$ cat config.mk
export PLATFORM = sky130hd
export DESIGN_NAME = pe_array
export DESIGN_NICKNAME = d
export VERILOG_FILES = /design/src/rtl/pe_pkg.sv /design/src/rtl/delay_line.sv /design/src/rtl/mod_addsub.sv /design/src/rtl/mod_mul.sv /design/src/rtl/pe_array.sv /design/src/rtl/pe_lane.sv
export VERILOG_INCLUDE_DIRS = /design/src /design/src/rtl
export SDC_FILE = /design/constraint.sdc
export NUM_CORES = 2
export LEC_CHECK = 0
export BUFFER_PORTS_ARGS = -buffer_cell sky130_fd_sc_hd__buf_4
export CORE_ASPECT_RATIO = 0.7
export CORE_MARGIN = 5
export CORE_UTILIZATION = 60
export DETAILED_ROUTE_END_ITERATION = 8
export GPL_TIMING_DRIVEN = 0
export PLACE_DENSITY = 0.76
export SYNTH_ARGS = -nofsm -noshare
export SYNTH_HDL_FRONTEND = slang
export SYNTH_SLANG_ARGS = --single-unit
$ cat constraint.sdc
create_clock -name clk -period 19.34 [get_ports clk]
set_clock_uncertainty 0.15 [all_clocks]
set_input_delay 1.934 -clock clk [delete_from_list [all_inputs] [get_ports clk]]
set_output_delay 1.934 -clock clk [all_outputs]
set_load 0.03 [all_outputs]
$ cat src/rtl/pe_defines.svh
/*
 * constants for the NTT processing-element array
 * Kyber modulus, Barrett reduction constants, widths, lane count, latencies
 */
`ifndef PE_DEFINES_SVH
`define PE_DEFINES_SVH

// Kyber prime and coefficient sizes
`define PE_Q          3329
`define PE_COEF_W     12
`define PE_PROD_W     24

// floor(2^24 / q) and its shift
`define PE_BARRETT_M  5039
`define PE_BARRETT_K  24

`define PE_LANES      4
// mod_mul depth, and issue to result for every op
`define PE_MUL_LAT    3
`define PE_LATENCY    5

`endif

$ cat src/rtl/pe_pkg.sv
/*
 * types for the NTT processing-element array
 * coefficient and product vectors, operation codes, lane operand/result structs
 */
package pe_pkg;

`include "pe_defines.svh"

    typedef logic [`PE_COEF_W-1:0] coef_t;  // value mod q
    typedef logic [`PE_PROD_W-1:0] prod_t;  // unreduced a*b

    typedef enum logic [2:0] {
        OP_MADD   = 3'd0,
        OP_MSUB   = 3'd1,
        OP_MMUL   = 3'd2,
        OP_CT_BFO = 3'd3,
        OP_GS_BFO = 3'd4
    } pe_op_t;

    typedef struct packed {
        coef_t a;
        coef_t b;
        coef_t w;  // twiddle
    } lane_in_t;

    typedef struct packed {
        coef_t x;
        coef_t y;
    } lane_out_t;

endpackage

$ cat src/rtl/delay_line.sv
/*
 * register chain of DEPTH stages
 * aligns operands and flags across the pipeline
 */
`timescale 1ns/100ps

module delay_line #(
    parameter int WIDTH = 1,
    parameter int DEPTH = 1
) (
    input  logic             clk,
    input  logic             rst,
    input  logic [WIDTH-1:0] d,
    output logic [WIDTH-1:0] q
);

    logic [WIDTH-1:0] regs [DEPTH];

    always_ff @(posedge clk) begin
        if (rst) begin
            for (int i = 0; i < DEPTH; i++) begin
                regs[i] <= '0;
            end
        end else begin
            regs[0] <= d;
            for (int i = 1; i < DEPTH; i++) begin
                regs[i] <= regs[i-1];
            end
        end
    end

    assign q = regs[DEPTH-1];

endmodule

$ cat src/rtl/mod_addsub.sv
/*
 * modular adder and subtractor mod q
 * sum and difference registered together, one correction step each
 */
`timescale 1ns/100ps
`include "pe_defines.svh"

module mod_addsub (
    input  logic          clk,
    input  logic          rst,
    input  pe_pkg::coef_t a,
    input  pe_pkg::coef_t b,
    output pe_pkg::coef_t sum,
    output pe_pkg::coef_t diff
);

    localparam logic [`PE_COEF_W:0] q_ext = `PE_Q;

    logic [`PE_COEF_W:0] sum_raw;   // carry kept
    logic [`PE_COEF_W:0] diff_raw;  // msb is the borrow
    logic [`PE_COEF_W:0] sum_red;
    logic [`PE_COEF_W:0] diff_red;

    always_comb begin
        sum_raw  = {1'b0, a} + {1'b0, b};
        diff_raw = {1'b0, a} - {1'b0, b};
        sum_red  = (sum_raw >= q_ext) ? sum_raw - q_ext : sum_raw;
        // wrap back into range on borrow
        diff_red = diff_raw[`PE_COEF_W] ? diff_raw + q_ext : diff_raw;
    end

    always_ff @(posedge clk) begin
        if (rst) begin
            sum  <= '0;
            diff <= '0;
        end else begin
            sum  <= sum_red[`PE_COEF_W-1:0];
            diff <= diff_red[`PE_COEF_W-1:0];
        end
    end

endmodule

$ cat src/rtl/mod_mul.sv
/*
 * modular multiplier mod q, three pipeline stages
 * product, Barrett quotient estimate, remainder with one final correction
 */
`timescale 1ns/100ps
`include "pe_defines.svh"

module mod_mul (
    input  logic          clk,
    input  logic          rst,
    input  pe_pkg::coef_t a,
    input  pe_pkg::coef_t b,
    output pe_pkg::coef_t p
);

    import pe_pkg::*;

    // product times the 13-bit Barrett constant
    localparam int est_w = `PE_PROD_W + 13;
    localparam logic [`PE_COEF_W:0] q_ext = `PE_Q;

    prod_t               prod_s1;
    prod_t               prod_s2;
    coef_t               quot_s2;
    logic [est_w-1:0]    est;
    prod_t               quot_q;
    logic [`PE_COEF_W:0] rem;
    logic [`PE_COEF_W:0] rem_red;

    always_comb begin
        est = est_w'(prod_s1) * est_w'(`PE_BARRETT_M);
        quot_q = quot_s2 * prod_t'(`PE_Q);
        // true remainder is below 2q, so 13 low bits are exact
        rem = prod_s2[`PE_COEF_W:0] - quot_q[`PE_COEF_W:0];
        rem_red = (rem >= q_ext) ? rem - q_ext : rem;
    end

    always_ff @(posedge clk) begin
        if (rst) begin
            prod_s1 <= '0;
            prod_s2 <= '0;
            quot_s2 <= '0;
            p       <= '0;
        end else begin
            prod_s1 <= a * b;                               // stage 1
            prod_s2 <= prod_s1;                             // stage 2
            quot_s2 <= est[`PE_BARRETT_K +: `PE_COEF_W];  // floor(x*m / 2^k)
            p       <= rem_red[`PE_COEF_W-1:0];             // stage 3
        end
    end

endmodule

$ cat src/rtl/pe_array.sv
/*
 * top of the NTT processing-element array
 * replicated lanes and the valid pipeline
 */
`timescale 1ns/100ps
`include "pe_defines.svh"

module pe_array (
    input  logic                                clk,
    input  logic                                rst,
    input  logic                                valid_in,
    input  pe_pkg::pe_op_t                      op,
    input  pe_pkg::lane_in_t  [`PE_LANES-1:0]   lanes_in,
    output logic                                valid_out,
    output pe_pkg::lane_out_t [`PE_LANES-1:0]   lanes_out
);

    // all lanes share one op code per cycle
    for (genvar i = 0; i < `PE_LANES; i++) begin : g_lane
        pe_lane u_lane (
            .clk  (clk),
            .rst  (rst),
            .op   (op),
            .din  (lanes_in[i]),
            .dout (lanes_out[i])
        );
    end

    // valid follows the data through the same number of stages
    delay_line #(
        .WIDTH (1),
        .DEPTH (`PE_LATENCY)
    ) u_valid_dly (
        .clk (clk),
        .rst (rst),
        .d   (valid_in),
        .q   (valid_out)
    );

endmodule

$ cat src/rtl/pe_lane.sv
/*
 * one processing element of the NTT array
 * early add/sub, Barrett multiplier, late add/sub, op code pipeline, result select
 */
`timescale 1ns/100ps
`include "pe_defines.svh"

module pe_lane (
    input  logic              clk,
    input  logic              rst,
    input  pe_pkg::pe_op_t    op,
    input  pe_pkg::lane_in_t  din,
    output pe_pkg::lane_out_t dout
);

    import pe_pkg::*;

    // a and the early results wait out the multiplier plus one stage
    localparam int align_depth = `PE_MUL_LAT + 1;

    pe_op_t    op_pipe [`PE_LATENCY];
    coef_t     early_sum;
    coef_t     early_diff;
    lane_in_t  din_d1;
    lane_out_t early_dly;  // x carries sum, y carries diff
    coef_t     a_d4;
    coef_t     mul_a;
    coef_t     mul_b;
    coef_t     prod;
    coef_t     late_a;
    coef_t     late_b;
    coef_t     late_sum;
    coef_t     late_diff;

    always_ff @(posedge clk) begin
        if (rst) begin
            for (int i = 0; i < `PE_LATENCY; i++) begin
                op_pipe[i] <= OP_MADD;
            end
        end else begin
            op_pipe[0] <= op;
            for (int i = 1; i < `PE_LATENCY; i++) begin
                op_pipe[i] <= op_pipe[i-1];
            end
        end
    end

    mod_addsub u_early (.clk(clk), .rst(rst), .a(din.a), .b(din.b),
                        .sum(early_sum), .diff(early_diff));

    delay_line #(.WIDTH($bits(lane_in_t)), .DEPTH(1)) u_abw_dly (
        .clk(clk), .rst(rst), .d(din), .q(din_d1));

    delay_line #(.WIDTH(`PE_COEF_W), .DEPTH(align_depth)) u_a_dly (
        .clk(clk), .rst(rst), .d(din.a), .q(a_d4));

    delay_line #(.WIDTH(2 * `PE_COEF_W), .DEPTH(align_depth)) u_early_dly (
        .clk(clk), .rst(rst), .d({early_sum, early_diff}), .q(early_dly));

    // stage 1 multiplier operands
    always_comb begin
        case (op_pipe[0])
            OP_GS_BFO: begin
                mul_a = early_diff;  // (a-b)*w
                mul_b = din_d1.w;
            end
            OP_CT_BFO: begin
                mul_a = din_d1.b;
                mul_b = din_d1.w;
            end
            default: begin
                mul_a = din_d1.a;
                mul_b = din_d1.b;
            end
        endcase
    end

    mod_mul u_mul (.clk(clk), .rst(rst), .a(mul_a), .b(mul_b), .p(prod));

    // stage 4, product passes through unchanged unless CT
    assign late_a = (op_pipe[3] == OP_CT_BFO) ? a_d4 : prod;
    assign late_b = (op_pipe[3] == OP_CT_BFO) ? prod : '0;

    mod_addsub u_late (.clk(clk), .rst(rst), .a(late_a), .b(late_b),
                       .sum(late_sum), .diff(late_diff));

    // stage 5 result select
    always_comb begin
        dout = '0;
        case (op_pipe[4])
            OP_MADD:   dout.x = early_dly.x;
            OP_MSUB:   dout.x = early_dly.y;
            OP_MMUL:   dout.x = late_sum;
            OP_CT_BFO: begin
                dout.x = late_sum;
                dout.y = late_diff;
            end
            OP_GS_BFO: begin
                dout.x = early_dly.x;
                dout.y = late_sum;
            end
            default:   dout = '0;
        endcase
    end

endmodule

==> run metrics <==
status complete, but fails checks; failing checks capacitance limit, slew limit; Die Wd 474 um; switch share 0.499; Psw 8.99 mW; #FFs+latches synth 1128; Fmax achieved 104 MHz; # rows 119; Int Pwr 9.01 mW; net count after synthesis 11900; fin area 98500 sq um; Clock transition at path regs 70 ps; post-synth top area share 0.250; root buffer cell clkbuf_16; Hold/Removal Path Class register to register; most instantiated library cell after synthesis inv_1; Setup violations, final 0; dpl ws 10120 ps; fraction of the cycle the final worst path needs 0.500; core box area 150000 sq um; total grt overflow 0; initial detailed-routing violation count 6657; fin nets 12300; largest net degree at the start of global routing 19; Final Max Slew Viols 33; latest clock arrival within the worst-skew pair 790 ps; # fillers 12200; Final WS setup 9680 ps; WL final 279000 um; sequential share of the synthesized area 0.250; leakage 47.8 nW; CTS tree yes; Req. time, crit path 19850 ps; Die Ht 335 um; port bufs 245; clock period minus worst slack 9660 ps; Placer Congestion 1.03; num ports 247; Worst Path Buf+Inv 8; share of cells above drive strength 1 0.0586; CP top delay family buffers and inverters; first-pass GRT wire length 421000 um; Final Hold Fails 0; DRT Pass-1 Iters 6; Post-DP Area 94900 sq um; Avg WL per Cell 22.9 um; Worst setup EP type register; Crit-path slowest cell clkbuf_1; cts bufs inserted 106; Synth Area per Inst 9.27 sq um; DRC viols 0; Post-synth ARST share 0; number of synthesized flops with an enable pin 0; post-synthesis cell count 9757; initial antenna violation count 19; die area 159000 sq um; clk sinks 1128; CTS Buffer Depth 3; Synth area leader dfxtp_1; top post-synthesis cells by area dfxtp_1 (25%), fa_1 (21%), ha_1 (15%); worst slew pin tran 1590 ps; post_cts resized 0; kind of critical path register to register; max cap viols 5; worst vdd ir 0.303 mV; CP max stage delay 840 ps; Multi-input gate area 61100 sq um; nature of the critical path startpoint register; clock power share 0.120; Top FF cell, synth dfxtp_1; dpl hpwl 232000 um; worst hold slack 259 ps; Slew headroom -0.0580; vias 69800; Initial Utilization 0.603; GRT Util Overall 0.351; Mapped Area 90500 sq um; Worst EP arrival 10170 ps; Final ANT Viol Nets 0; postcts setup bufs 0; sequential cell area 22600 sq um; final setup TNS 0 ps; number of global-route vias before repair 70200; Hold Buf Count CTS 0; commonest cells in the netlist inv_1 (1517), dfxtp_1 (1128), ha_1 (1085); Area growth syn-to-layout 8.91%; CTS H-Tree Depth 3; final core utilization 0.657; Pwr Density 183 nW/um^2; post-synth cell types 95; part of the power in registers 0.169; vias per cell 5.72; RSZ-0062 raised after global routing false; power share of the combinational group 0.711; YS warnings 0; crit-path max FO 10
[power groups by stage]
stage / Sequential [mW] / Clock [mW] / Combinational (mW)
after floorplan: 2.90 / 0 / 9.27
after global placement: 3.08 / 0 / 12.1
after detailed placement: 3.08 / 0 / 12.6
after CTS: 3.04 / 2.17 / 12.8
after global routing: 3.07 / 2.27 / 14.5
final: 3.04 / 2.16 / 12.8
[routing by layer]
| layer | part of all wire | GRT usage | up-vias |
|---|---|---|---|
| met4 | 0.047 | 0.135 | 4 |
| met1 | 0.43 | 0.486 | 34300 |
| met5 | 0.000075 | 0 | - |
| met3 | 0.099 | 0.0932 | 516 |
| li1 | - | - | 32100 |
| met2 | 0.43 | 0.528 | 2789 |
[worst paths after layout]
| check | from | to | slack [ps] | depth (start not counted) |
|---|---|---|---|---|
| min | u_valid_dly.regs[0][1] | u_valid_dly.regs[0][2] | 260 | 1 |
| min reg2reg | u_valid_dly.regs[0][1] | u_valid_dly.regs[0][2] | 260 | 1 |
| max reg2reg | g_lane[2].u_lane.op_pipe[0][0] | g_lane[1].u_lane.u_mul.prod_s1[21] | 9680 | 27 |
| max | g_lane[2].u_lane.op_pipe[0][0] | g_lane[1].u_lane.u_mul.prod_s1[21] | 9680 | 27 |
[flip-flops by register name, summed over array words and instances, names as in the netlist, 52 cells and up]
register and cells:
g_lane.u_lane.u_mul.prod_s1 96, g_lane.u_lane.u_mul.prod_s2 52, g_lane.u_lane.u_a_dly.regs 188, g_lane.u_lane.u_early_dly.regs 384, g_lane.u_lane.u_abw_dly.regs 100
[logic make-up after synthesis]
group,share of synthesized area
AOI/OAI and AO/OA,0.0956
xor gates and xnor gates,0.0397
adders and majority gates,0.360
buffers and inverters,0.0752
DFF,0.250
muxes,0.0150
and+or+nand+nor,0.165
[through the flow]
step | power [mW] | cells
3_3_place_gp | 15.2 | 12000
4_1_cts | 18.0 | 12200
2_1_floorplan | 12.2 | 9757
6_report | 18.0 | 12200
5_1_grt | 19.9 | 12200
3_5_place_dp | 15.7 | 12000
[final cells by class]
| type | instances | area share |
|---|---|---|
| inverters | 1519 | 0.0579 |
| clock buffers | 143 | 0.0302 |
| multi-input cells | 6821 | 0.620 |
| plain buffers | 289 | 0.0115 |
| clock inverters | 49 | 0.00639 |
| well taps | 1996 | 0.0253 |
| diodes | 10 | 0.000254 |
| repair buffers | 251 | 0.0194 |
| flip-flops and latches | 1128 | 0.229 |
[cells in the final DEF (no fill, tap or decap), types with 49 or more instances in the layout]
| master | count |
|---|---|
| and2_1 | 112 |
| o21ai_0 | 215 |
| nor2b_1 | 828 |
| clkbuf_1 | 262 |
| a21o_1 | 74 |
| o21a_1 | 67 |
| inv_1 | 1517 |
| mux2_2 | 51 |
| nor2_1 | 711 |
| nor3_1 | 165 |
| xor2_1 | 143 |
| nand2_1 | 728 |
| xnor2_1 | 265 |
| a21oi_1 | 336 |
| dfxtp_1 | 1128 |
| a22o_1 | 53 |
| a221o_1 | 49 |
| mux2i_1 | 76 |
| or3_1 | 58 |
| nand2b_1 | 57 |
| clkbuf_16 | 106 |
| nand3_1 | 70 |
| a31oi_1 | 49 |
| buf_4 | 247 |
| fa_1 | 948 |
| ha_1 | 1085 |
Note: power is estimated with default switching activity, not from simulation.
